==> config.mk <==
export PLATFORM = sky130hd
export DESIGN_NAME = core_backend_top
export DESIGN_NICKNAME = d
export VERILOG_FILES = /design/src/hw/isa_pkg.sv /design/src/hw/pipe_pkg.sv /design/src/hw/alu_execute.sv /design/src/hw/core_backend_top.sv /design/src/hw/fifo_v3.sv /design/src/hw/issue_decode.sv /design/src/hw/multi_queue.sv /design/src/hw/reg_result.sv
export VERILOG_INCLUDE_DIRS = /design/src /design/src/hw
export SDC_FILE = /design/constraint.sdc
export NUM_CORES = 2
export LEC_CHECK = 0
export BUFFER_PORTS_ARGS = -buffer_cell sky130_fd_sc_hd__buf_2
export CORE_MARGIN = 2
export CORE_UTILIZATION = 40
export CTS_CLUSTER_DIAMETER = 100
export DETAILED_ROUTE_END_ITERATION = 10
export PLACE_DENSITY_LB_ADDON = 0.3
export SYNTH_ARGS = -nofsm -noshare
export SYNTH_HDL_FRONTEND = slang
export SYNTH_SLANG_ARGS = --single-unit
==> constraint.sdc <==
create_clock -name clk -period 7.45 [get_ports clk]
set_clock_uncertainty 0.2 [all_clocks]
set_input_delay 0.3725 -clock clk [delete_from_list [all_inputs] [get_ports clk]]
set_output_delay 0.3725 -clock clk [all_outputs]
set_load 0.02 [all_outputs]
==> src/hw/core_cfg.svh <==
`ifndef CORE_CFG_SVH
`define CORE_CFG_SVH

// instruction buffer geometry
`define CORE_CHANNEL 4
`define CORE_DEPTH   4   // entries per lane

// register file and datapath
`define CORE_NREG    16
`define CORE_XLEN    16

// max instructions popped and issued per cycle
`define ISSUE_WIDTH  2

`endif

==> src/hw/isa_pkg.sv <==
`include "core_cfg.svh"

package isa_pkg;

	typedef logic [$clog2(`CORE_NREG)-1:0] reg_idx_t;
	typedef logic [`CORE_XLEN-1:0]         xlen_t;

	// code 0 and anything not listed is a no-op
	typedef enum logic [3:0] {
		OP_ADD  = 4'h1,  // rd = rs1 + rs2
		OP_SUB  = 4'h2,  // rd = rs1 - rs2
		OP_AND  = 4'h3,  // rd = rs1 & rs2
		OP_XOR  = 4'h4,  // rd = rs1 ^ rs2
		OP_ADDI = 4'h5,  // rd = rs1 + zext(imm)
		OP_LUI  = 4'h6   // rd = imm << 12
	} opcode_e;

	// 16-bit instruction word, msb first
	typedef struct packed {
		opcode_e  opcode;
		reg_idx_t rd;
		reg_idx_t rs1;
		reg_idx_t rs2;   // also the 4-bit immediate
	} instr_t;

endpackage

==> src/hw/pipe_pkg.sv <==
package pipe_pkg;

	import isa_pkg::*;

	// one buffer slot holds one raw instruction
	typedef instr_t fetch_entry_t;

	// decoded operation, imm already expanded to full width
	typedef struct packed {
		logic     valid;
		opcode_e  opcode;
		reg_idx_t rd;
		reg_idx_t rs1;
		reg_idx_t rs2;
		xlen_t    imm;
		logic     wr_rd;   // op produces a register result
	} dec_op_t;

endpackage

==> src/hw/alu_execute.sv <==
`timescale 1ns/1ns
`include "core_cfg.svh"

module alu_execute
	import isa_pkg::*;
	import pipe_pkg::*;
(
	input  logic                                clk,
	input  logic                                rst_n,
	input  logic                                flush_i,
	input  dec_op_t [`ISSUE_WIDTH-1:0]          op_i,
	input  xlen_t [2*`ISSUE_WIDTH-1:0]          rd_data_i,
	output reg_idx_t [2*`ISSUE_WIDTH-1:0]       rs_idx_o,
	output logic [`ISSUE_WIDTH-1:0]             wr_en_o,
	output reg_idx_t [`ISSUE_WIDTH-1:0]         wr_rd_o,
	output xlen_t [`ISSUE_WIDTH-1:0]            wr_data_o
);

	function automatic xlen_t alu(input dec_op_t op, input xlen_t a, input xlen_t b);
		case (op.opcode)
			OP_ADD:  return a + b;
			OP_SUB:  return a - b;
			OP_AND:  return a & b;
			OP_XOR:  return a ^ b;
			OP_ADDI: return a + op.imm;
			OP_LUI:  return op.imm;
			default: return '0;
		endcase
	endfunction

	xlen_t [2*`ISSUE_WIDTH-1:0] opnd;
	xlen_t [`ISSUE_WIDTH-1:0]   result;

	// read ports: even = rs1, odd = rs2
	for (genvar i = 0; i < `ISSUE_WIDTH; i++) begin : g_lane
		assign rs_idx_o[2*i]     = op_i[i].rs1;
		assign rs_idx_o[2*i+1]   = op_i[i].rs2;
		assign result[i] = alu(op_i[i], opnd[2*i], opnd[2*i+1]);
	end

	// pending pair is not in the regfile yet, bypass it
	always_comb begin
		for (int p = 0; p < 2*`ISSUE_WIDTH; p++) begin
			opnd[p] = rd_data_i[p];
			for (int l = 0; l < `ISSUE_WIDTH; l++) begin
				if (wr_en_o[l] && wr_rd_o[l] == rs_idx_o[p])
					opnd[p] = wr_data_o[l];  // later lane overrides
			end
		end
	end

	always_ff @(posedge clk or negedge rst_n) begin
		if (!rst_n) begin
			wr_en_o <= '0;
		end else if (flush_i) begin
			wr_en_o <= '0;
		end else begin
			for (int l = 0; l < `ISSUE_WIDTH; l++)
				wr_en_o[l] <= op_i[l].valid & op_i[l].wr_rd;
		end
	end

	always_ff @(posedge clk) begin
		for (int l = 0; l < `ISSUE_WIDTH; l++) begin
			wr_rd_o[l]   <= op_i[l].rd;
			wr_data_o[l] <= result[l];
		end
	end

endmodule

==> src/hw/core_backend_top.sv <==
`timescale 1ns/1ns
`include "core_cfg.svh"

module core_backend_top
	import isa_pkg::*;
	import pipe_pkg::*;
(
	input  logic                                   clk,
	input  logic                                   rst_n,
	input  logic                                   flush_i,
	input  fetch_entry_t [`CORE_CHANNEL-1:0]       push_data_i,
	input  logic [$clog2(`CORE_CHANNEL+1)-1:0]     push_num_i,
	input  logic [$clog2(`CORE_CHANNEL)-1:0]       push_offset_i,
	output logic [$clog2(`ISSUE_WIDTH+1)-1:0]      credit_o,
	output logic [`ISSUE_WIDTH-1:0]                retire_valid_o,
	output reg_idx_t [`ISSUE_WIDTH-1:0]            retire_rd_o,
	output xlen_t [`ISSUE_WIDTH-1:0]               retire_data_o
);

	fetch_entry_t [`CORE_CHANNEL-1:0]          q_data;
	logic [`CORE_CHANNEL-1:0]                  q_valid;
	logic [$clog2(`ISSUE_WIDTH+1)-1:0]         pop_num;
	logic [$clog2(`CORE_CHANNEL+1)-1:0]        q_pop_num;
	dec_op_t [`ISSUE_WIDTH-1:0]                dec_op;
	reg_idx_t [2*`ISSUE_WIDTH-1:0]             rs_idx;
	xlen_t [2*`ISSUE_WIDTH-1:0]                rs_data;
	logic [`ISSUE_WIDTH-1:0]                   wr_en;
	reg_idx_t [`ISSUE_WIDTH-1:0]               wr_rd;
	xlen_t [`ISSUE_WIDTH-1:0]                  wr_data;

	assign q_pop_num = $bits(q_pop_num)'(pop_num);
	assign credit_o  = pop_num;  // one credit back per popped entry

	multi_queue #(
		.DEPTH   (`CORE_DEPTH),
		.CHANNEL (`CORE_CHANNEL),
		.dtype   (fetch_entry_t)
	) u_ibuf (
		.clk           (clk),
		.rst_n         (rst_n),
		.flush_i       (flush_i),
		.data_push_i   (push_data_i),
		.push_num_i    (push_num_i),
		.push_offset_i (push_offset_i),
		.pop_num_i     (q_pop_num),
		.data_pop_o    (q_data),
		.pop_valid_o   (q_valid)
	);

	// decode sees only the oldest pair
	issue_decode u_decode (
		.clk           (clk),
		.rst_n         (rst_n),
		.flush_i       (flush_i),
		.instr_i       (q_data[`ISSUE_WIDTH-1:0]),
		.instr_valid_i (q_valid[`ISSUE_WIDTH-1:0]),
		.pop_num_o     (pop_num),
		.op_o          (dec_op)
	);

	alu_execute u_execute (
		.clk       (clk),
		.rst_n     (rst_n),
		.flush_i   (flush_i),
		.op_i      (dec_op),
		.rd_data_i (rs_data),
		.rs_idx_o  (rs_idx),
		.wr_en_o   (wr_en),
		.wr_rd_o   (wr_rd),
		.wr_data_o (wr_data)
	);

	reg_result u_result (
		.clk            (clk),
		.rst_n          (rst_n),
		.wr_en_i        (wr_en),
		.wr_rd_i        (wr_rd),
		.wr_data_i      (wr_data),
		.rs_idx_i       (rs_idx),
		.rd_data_o      (rs_data),
		.retire_valid_o (retire_valid_o),
		.retire_rd_o    (retire_rd_o),
		.retire_data_o  (retire_data_o)
	);

endmodule

==> src/hw/fifo_v3.sv <==
`timescale 1ns/1ns

module fifo_v3 #(
	parameter int unsigned DEPTH = 4,
	parameter type dtype = logic [15:0]
) (
	input  logic clk,
	input  logic rst_n,
	input  logic flush_i,
	input  logic push_i,
	input  logic pop_i,
	input  dtype data_i,
	output dtype data_o,
	output logic full_o,
	output logic empty_o
);

	localparam int unsigned PTR_W = (DEPTH > 1) ? $clog2(DEPTH) : 1;

	typedef logic [PTR_W-1:0]            ptr_t;
	typedef logic [$clog2(DEPTH+1)-1:0]  cnt_t;

	dtype mem_q [DEPTH];
	ptr_t rd_ptr_q;
	ptr_t wr_ptr_q;
	cnt_t count_q;
	logic do_push;
	logic do_pop;

	assign full_o  = (count_q == cnt_t'(DEPTH));
	assign empty_o = (count_q == '0);

	// overflow and underflow requests are dropped
	assign do_push = push_i & ~full_o;
	assign do_pop  = pop_i & ~empty_o;

	assign data_o = mem_q[rd_ptr_q];  // head, only meaningful when not empty

	always_ff @(posedge clk or negedge rst_n) begin
		if (!rst_n) begin
			rd_ptr_q <= '0;
			wr_ptr_q <= '0;
			count_q  <= '0;
		end else if (flush_i) begin
			rd_ptr_q <= '0;
			wr_ptr_q <= '0;
			count_q  <= '0;
		end else begin
			if (do_push)
				wr_ptr_q <= (wr_ptr_q == ptr_t'(DEPTH - 1)) ? '0 : wr_ptr_q + 1'b1;
			if (do_pop)
				rd_ptr_q <= (rd_ptr_q == ptr_t'(DEPTH - 1)) ? '0 : rd_ptr_q + 1'b1;
			count_q <= count_q + cnt_t'(do_push) - cnt_t'(do_pop);
		end
	end

	always_ff @(posedge clk) begin
		if (do_push)
			mem_q[wr_ptr_q] <= data_i;
	end

endmodule

==> src/hw/issue_decode.sv <==
`timescale 1ns/1ns
`include "core_cfg.svh"

module issue_decode
	import isa_pkg::*;
	import pipe_pkg::*;
(
	input  logic                                clk,
	input  logic                                rst_n,
	input  logic                                flush_i,
	input  fetch_entry_t [`ISSUE_WIDTH-1:0]     instr_i,
	input  logic [`ISSUE_WIDTH-1:0]             instr_valid_i,
	output logic [$clog2(`ISSUE_WIDTH+1)-1:0]   pop_num_o,
	output dec_op_t [`ISSUE_WIDTH-1:0]          op_o
);

	function automatic dec_op_t decode_instr(input fetch_entry_t ins);
		dec_op_t op;
		op.valid  = 1'b0;  // filled in from the issue regs
		op.opcode = ins.opcode;
		op.rd     = ins.rd;
		op.rs1    = ins.rs1;
		op.rs2    = ins.rs2;
		op.wr_rd  = ins.opcode inside {OP_ADD, OP_SUB, OP_AND, OP_XOR, OP_ADDI, OP_LUI};
		case (ins.opcode)
			OP_ADDI: op.imm = xlen_t'(ins.rs2);
			OP_LUI:  op.imm = xlen_t'(ins.rs2) << 12;
			default: op.imm = '0;
		endcase
		return op;
	endfunction

	dec_op_t [`ISSUE_WIDTH-1:0] dec;
	dec_op_t [`ISSUE_WIDTH-1:0] op_q;
	logic [`ISSUE_WIDTH-1:0]    issue;
	logic [`ISSUE_WIDTH-1:0]    vld_q;
	logic                       rs1_hit;
	logic                       rs2_hit;

	for (genvar i = 0; i < `ISSUE_WIDTH; i++) begin : g_dec
		assign dec[i] = decode_instr(instr_i[i]);
	end

	// lane 1 may not read what lane 0 writes, those go in separate pairs
	assign rs1_hit = (instr_i[1].opcode inside {OP_ADD, OP_SUB, OP_AND, OP_XOR, OP_ADDI})
		&& (instr_i[1].rs1 == instr_i[0].rd);
	assign rs2_hit = (instr_i[1].opcode inside {OP_ADD, OP_SUB, OP_AND, OP_XOR})
		&& (instr_i[1].rs2 == instr_i[0].rd);

	assign issue[0] = instr_valid_i[0];
	assign issue[1] = issue[0] & instr_valid_i[1] & ~(dec[0].wr_rd & (rs1_hit | rs2_hit));

	assign pop_num_o = $bits(pop_num_o)'($countones(issue));

	always_ff @(posedge clk or negedge rst_n) begin
		if (!rst_n) begin
			vld_q <= '0;
		end else if (flush_i) begin
			vld_q <= '0;
		end else begin
			vld_q <= issue;
		end
	end

	always_ff @(posedge clk) begin
		op_q <= dec;
	end

	always_comb begin
		op_o = op_q;
		for (int i = 0; i < `ISSUE_WIDTH; i++) begin
			op_o[i].valid = vld_q[i];
		end
	end

endmodule

==> src/hw/multi_queue.sv <==
`timescale 1ns/1ns

module multi_queue #(
	parameter int unsigned DEPTH   = 4,  // per channel
	parameter int unsigned CHANNEL = 4,  // power of two
	parameter type dtype = logic [15:0]
) (
	input  logic clk,
	input  logic rst_n,
	input  logic flush_i,

	input  dtype [CHANNEL-1:0]             data_push_i,
	input  logic [$clog2(CHANNEL+1)-1:0]   push_num_i,
	input  logic [$clog2(CHANNEL)-1:0]     push_offset_i,

	input  logic [$clog2(CHANNEL+1)-1:0]   pop_num_i,
	output dtype [CHANNEL-1:0]             data_pop_o,
	output logic [CHANNEL-1:0]             pop_valid_o
);

	typedef logic [$clog2(CHANNEL)-1:0]   lane_t;
	typedef logic [$clog2(CHANNEL+1)-1:0] cnt_t;

	lane_t rd_ptr_q;   // channel holding the oldest entry
	lane_t wr_ptr_q;   // channel taking the next pushed entry

	dtype [CHANNEL-1:0] fifo_in;
	dtype [CHANNEL-1:0] fifo_out;
	logic [CHANNEL-1:0] fifo_push;
	logic [CHANNEL-1:0] fifo_pop;
	logic [CHANNEL-1:0] fifo_empty;

	for (genvar c = 0; c < CHANNEL; c++) begin : g_chan
		lane_t wr_dist;    // position of this channel in the push packet
		lane_t rd_dist;    // position of this channel in pop order
		lane_t src_lane;   // input lane feeding this channel
		lane_t head_chan;  // channel holding the c-th oldest entry

		assign wr_dist   = lane_t'(c) - wr_ptr_q;
		assign rd_dist   = lane_t'(c) - rd_ptr_q;
		assign src_lane  = push_offset_i + wr_dist;
		assign head_chan = rd_ptr_q + lane_t'(c);

		assign fifo_in[c]   = data_push_i[src_lane];
		assign fifo_push[c] = (cnt_t'(wr_dist) < push_num_i);
		assign fifo_pop[c]  = (cnt_t'(rd_dist) < pop_num_i);

		// back into program order
		assign data_pop_o[c]  = fifo_out[head_chan];
		assign pop_valid_o[c] = ~fifo_empty[head_chan];

		fifo_v3 #(
			.DEPTH (DEPTH),
			.dtype (dtype)
		) u_fifo (
			.clk     (clk),
			.rst_n   (rst_n),
			.flush_i (flush_i),
			.push_i  (fifo_push[c]),
			.pop_i   (fifo_pop[c]),
			.data_i  (fifo_in[c]),
			.data_o  (fifo_out[c]),
			.full_o  (),  // credits keep every lane below full
			.empty_o (fifo_empty[c])
		);
	end

	// round robin, both pointers wrap at CHANNEL
	always_ff @(posedge clk or negedge rst_n) begin
		if (!rst_n) begin
			rd_ptr_q <= '0;
			wr_ptr_q <= '0;
		end else if (flush_i) begin
			rd_ptr_q <= '0;
			wr_ptr_q <= '0;
		end else begin
			rd_ptr_q <= rd_ptr_q + lane_t'(pop_num_i);
			wr_ptr_q <= wr_ptr_q + lane_t'(push_num_i);
		end
	end

endmodule

==> src/hw/reg_result.sv <==
`timescale 1ns/1ns
`include "core_cfg.svh"

module reg_result
	import isa_pkg::*;
(
	input  logic                                clk,
	input  logic                                rst_n,
	input  logic [`ISSUE_WIDTH-1:0]             wr_en_i,
	input  reg_idx_t [`ISSUE_WIDTH-1:0]         wr_rd_i,
	input  xlen_t [`ISSUE_WIDTH-1:0]            wr_data_i,
	input  reg_idx_t [2*`ISSUE_WIDTH-1:0]       rs_idx_i,
	output xlen_t [2*`ISSUE_WIDTH-1:0]          rd_data_o,
	output logic [`ISSUE_WIDTH-1:0]             retire_valid_o,
	output reg_idx_t [`ISSUE_WIDTH-1:0]         retire_rd_o,
	output xlen_t [`ISSUE_WIDTH-1:0]            retire_data_o
);

	xlen_t rf_q [`CORE_NREG];

	// lanes written in order so lane 1 wins on the same rd
	always_ff @(posedge clk or negedge rst_n) begin
		if (!rst_n) begin
			for (int r = 0; r < `CORE_NREG; r++)
				rf_q[r] <= '0;
		end else begin
			for (int l = 0; l < `ISSUE_WIDTH; l++) begin
				if (wr_en_i[l])
					rf_q[wr_rd_i[l]] <= wr_data_i[l];
			end
		end
	end

	for (genvar p = 0; p < 2*`ISSUE_WIDTH; p++) begin : g_rd
		assign rd_data_o[p] = rf_q[rs_idx_i[p]];
	end

	// pack the pending writes toward lane 0, keeping order
	always_comb begin
		int unsigned slot;
		slot = 0;
		retire_valid_o = '0;
		retire_rd_o    = '0;
		retire_data_o  = '0;
		for (int l = 0; l < `ISSUE_WIDTH; l++) begin
			if (wr_en_i[l]) begin
				retire_valid_o[slot] = 1'b1;
				retire_rd_o[slot]    = wr_rd_i[l];
				retire_data_o[slot]  = wr_data_i[l];
				slot++;
			end
		end
	end

endmodule

==> impl_metrics.toml <==
[detailed_routing]
vias_per_cell = 6.23
dr.pass1.iters = 8
wl_mm = 136
wire_per_inst_um = 27.7
drt_iter0_markers = 3726
vias = 30600
drtAntennaViolNets = 0
drcViolationCount = 0

[logic_synthesis]
yosysMostFrequentCell = "mux4_2"
yosysUniqueCellTypes = 82
yosys-top-cells-area = "mux4_2, edfxtp_1, dfrtp_1"
synth_top_area_frac = 0.225
yosys_warnings = 0
syn_nets = 3636
synthAdderAreaFrac = 0.0359
synthFlopType = "dfrtp_1"
synth_common_cells = "mux4_2, nand2_1, mux2i_1, nor2_1, dfrtp_1"
synth_edf_count = 256
yosysTopAreaCell = "mux4_2"
synth_top_family_by_area = "multiplexers"
yosysSeqAreaShare = 0.410
ys_ff_latch = 638
muxShareOfSynthArea = 0.311
synth_compound_area_frac = 0.0902
yosys.area_share.simple = 0.0898
synth-xor-area-share = 0.0218
syn_avg_cell_area_um2 = 11.9
async_flop_share = 0.458
syn_inst = 3450
synth_area_um2 = 41000

[clocking]
cts_max_path_buffers = 3
cts_tree = "done"
htree_levels = 3
cts_resized = 0
clk_latency_ns = 0.67
clock-sinks = 638
cts-root-buf = "clkbuf_16"
cts_made_buffers = 73
clk_pin_slew_worst_paths_ns = 0.06

[worst_setup_path]
start_kind = "register"
worstPathMaxFanout = 19
critPathKind = "reg2reg"
critPathRequiredTime_ns = 7.77
r2r-start = "u_decode.op_o[20]"
cp-startpoint = "u_decode.op_o[20]"
critPathArrivalTime_ns = 6.51
endpoint_kind = "register"

[sta]
fin_crit_sh = 0.830
slew_viol_final = 0
hold_violations = 0
max_freq_mhz = 162
rsz0062_at_grt = "no"
slew_headroom = 0.138
fin_ws_ns = 1.26
setup_tns_ns = 0
fin_crit_ns = 6.19
setup_viol = 0
worst_slew_pin_slew_ns = 1.29

[placement]
io_buffers = 115
place_ws_ns = 1.39
routabilityCongestion = 0.928
dp_hpwl_mm = 92.3

[global_routing]
grt_max_degree = 149
antenna_found_initial = 0
grt-ovfl-total = 0
grtUsageTotal = 0.259
grt_pass1_wl_mm = 200
grt_pass1_vias = 29300

[run]
maxCapViolCount = 0

[floorplanning]
dieArea_um2 = 105000
coreArea_um2 = 102000
start_util = 0.403
die_h_um = 324
die_w_um = 324
fp-row-count = 117
pin_count = 116

[worst_hold_path]
holdCritStartpoint = "push_data_i[54]"
hold_class = "in2reg"

[layout]
final_layout_size_suffix_gt1_frac = 0.238
num-nets-final = 3677
syn_to_final_growth_pct = 12.0

[power_and_ir_drop]
ir_worst_vdd_uv = 340
powerDensity_nw_per_um2 = 375
p_leak_nw = 18.5

[run_status]
status = "complete, no violations"
-- layout by cell type, fill, tap and decap left out, types with 7 or more instances in the layout --
| cell type | count |
|---|---|
| o31ai_1 | 7 |
| a221oi_1 | 12 |
| a21oi_1 | 224 |
| nor2b_1 | 22 |
| dfxtp_1 | 79 |
| nand2_1 | 326 |
| dlygate4sd3_1 | 37 |
| clkbuf_8 | 9 |
| dfrtp_1 | 289 |
| inv_1 | 86 |
| nand3_1 | 27 |
| mux4_1 | 10 |
| a221oi_2 | 8 |
| o22ai_1 | 17 |
| a22oi_1 | 31 |
| nor2_2 | 11 |
| buf_2 | 114 |
| xnor2_1 | 59 |
| nand2b_1 | 11 |
| edfxtp_1 | 256 |
| and3_1 | 25 |
| o21ai_1 | 9 |
| a21o_1 | 8 |
| a31oi_1 | 17 |
| a22o_1 | 15 |
| o221ai_1 | 8 |
| xor2_1 | 40 |
| or3_1 | 7 |
| clkbuf_16 | 73 |
| nor3_1 | 45 |
| o21ai_0 | 211 |
| a222oi_1 | 17 |
| mux4_2 | 410 |
| nor2_1 | 289 |
| and2_1 | 25 |
| mux2i_1 | 319 |
| buf_4 | 122 |
| clkbuf_1 | 21 |
| ha_1 | 107 |
| clkinv_2 | 10 |
-- routing by layer --
layer	share of wire	GRT usage
met1	0.40	0.349
met2	0.45	0.392
met3	0.097	0.0634
met4	0.053	0.128
met5	0	0
-- worst paths after layout --
kind	end	slack, ns	cells after the start
worst min-delay path	u_ibuf.g_chan[3].u_fifo.mem_q[0][6]	0.04	2
min in group asynchronous	u_result.rf_q[53]	0.12	2
worst min register to register	u_execute.wr_rd_o[7]	0.13	0
worst max register to register	u_execute.wr_data_o[14]	1.26	21
max in group asynchronous	u_execute.wr_en_o[0]	5.46	3
worst max-delay path	u_execute.wr_data_o[14]	1.26	21
-- critical path, cell delays in order (launching register included) --
cell	delay, ns
dfxtp_2	0.72
buf_4	0.40
inv_2	0.15
o22ai_1	0.32
or4_1	0.47
mux2i_1	0.39
ha_1	0.29
xnor2_1	0.14
o221ai_1	0.15
ha_1	0.35
nor2b_1	0.14
o21ai_0	0.18
a21oi_1	0.12
o21ai_0	0.23
a21oi_1	0.16
o21ai_0	0.25
a21oi_1	0.16
o311a_1	0.34
or4_1	0.43
a31oi_1	0.22
xor2_1	0.16
o21ai_0	0.08
-- cell families after synthesis --
| family | after synthesis |
|---|---|
| AOI/OAI and AO/OA | 616 |
| DFF | 638 |
| and+or+nand+nor | 836 |
| adders and majority gates | 114 |
| xor gates and xnor gates | 102 |
| buffers and inverters | 400 |
| muxes | 744 |
-- repair_timing --
action                                  CTS  global route
hold endpoints to repair                141             0
endpoints found under the setup margin    0             0
hold buffers                             37             0
buffers inserted                          0             0
-- power breakdown --
group	switching [mW]	leakage, nW	total [mW]	internal, mW
registers	1.27	7.13	5.92	4.65
logic	4.38	10.2	7.55	3.18
clock network	1.58	1.20	3.73	2.15
total	7.23	18.5	17.2	9.97
-- sequential cells by signal (all words and copies together) (netlist names) --
signal	count
u_ibuf.g_chan.u_fifo.rd_ptr_q	8
u_decode.op_o	50
u_ibuf.rd_ptr_q	2
u_execute.wr_rd_o	8
u_ibuf.wr_ptr_q	2
u_ibuf.g_chan.u_fifo.mem_q	256
u_ibuf.g_chan.u_fifo.wr_ptr_q	8
u_execute.wr_data_o	32
u_result.rf_q	256
u_execute.wr_en_o	2
u_decode.vld_q	2
u_ibuf.g_chan.u_fifo.count_q	12
-- final cells by class --
type	instances	area [um^2]
Inverter	90	338
Antenna cell	1	2.50
Sequential cell	638	16800
Timing Repair Buffer	276	1910
Clock inverter	31	452
Fill cell	9034	55800
Multi-Input combinational cell	2412	22600
Tap cell	1368	1710
Clock buffer	104	2040
-- metrics by stage --
stage	utilization	std cells	hold slack, ns	total power [mW]	area [um^2]
finish	0.451	4920	0.0353	17.2	45900
global route	0.451	4919	0.0267	18.0	45900
CTS	0.451	4919	0.00141	17.1	45900
detailed placement	0.423	4747	0.114	13.4	43100
global placement	0.423	4747	0.113	13.3	43100
floorplan	-	3450	-0.123	10.8	41000
Power figures use the tool's default switching activity.
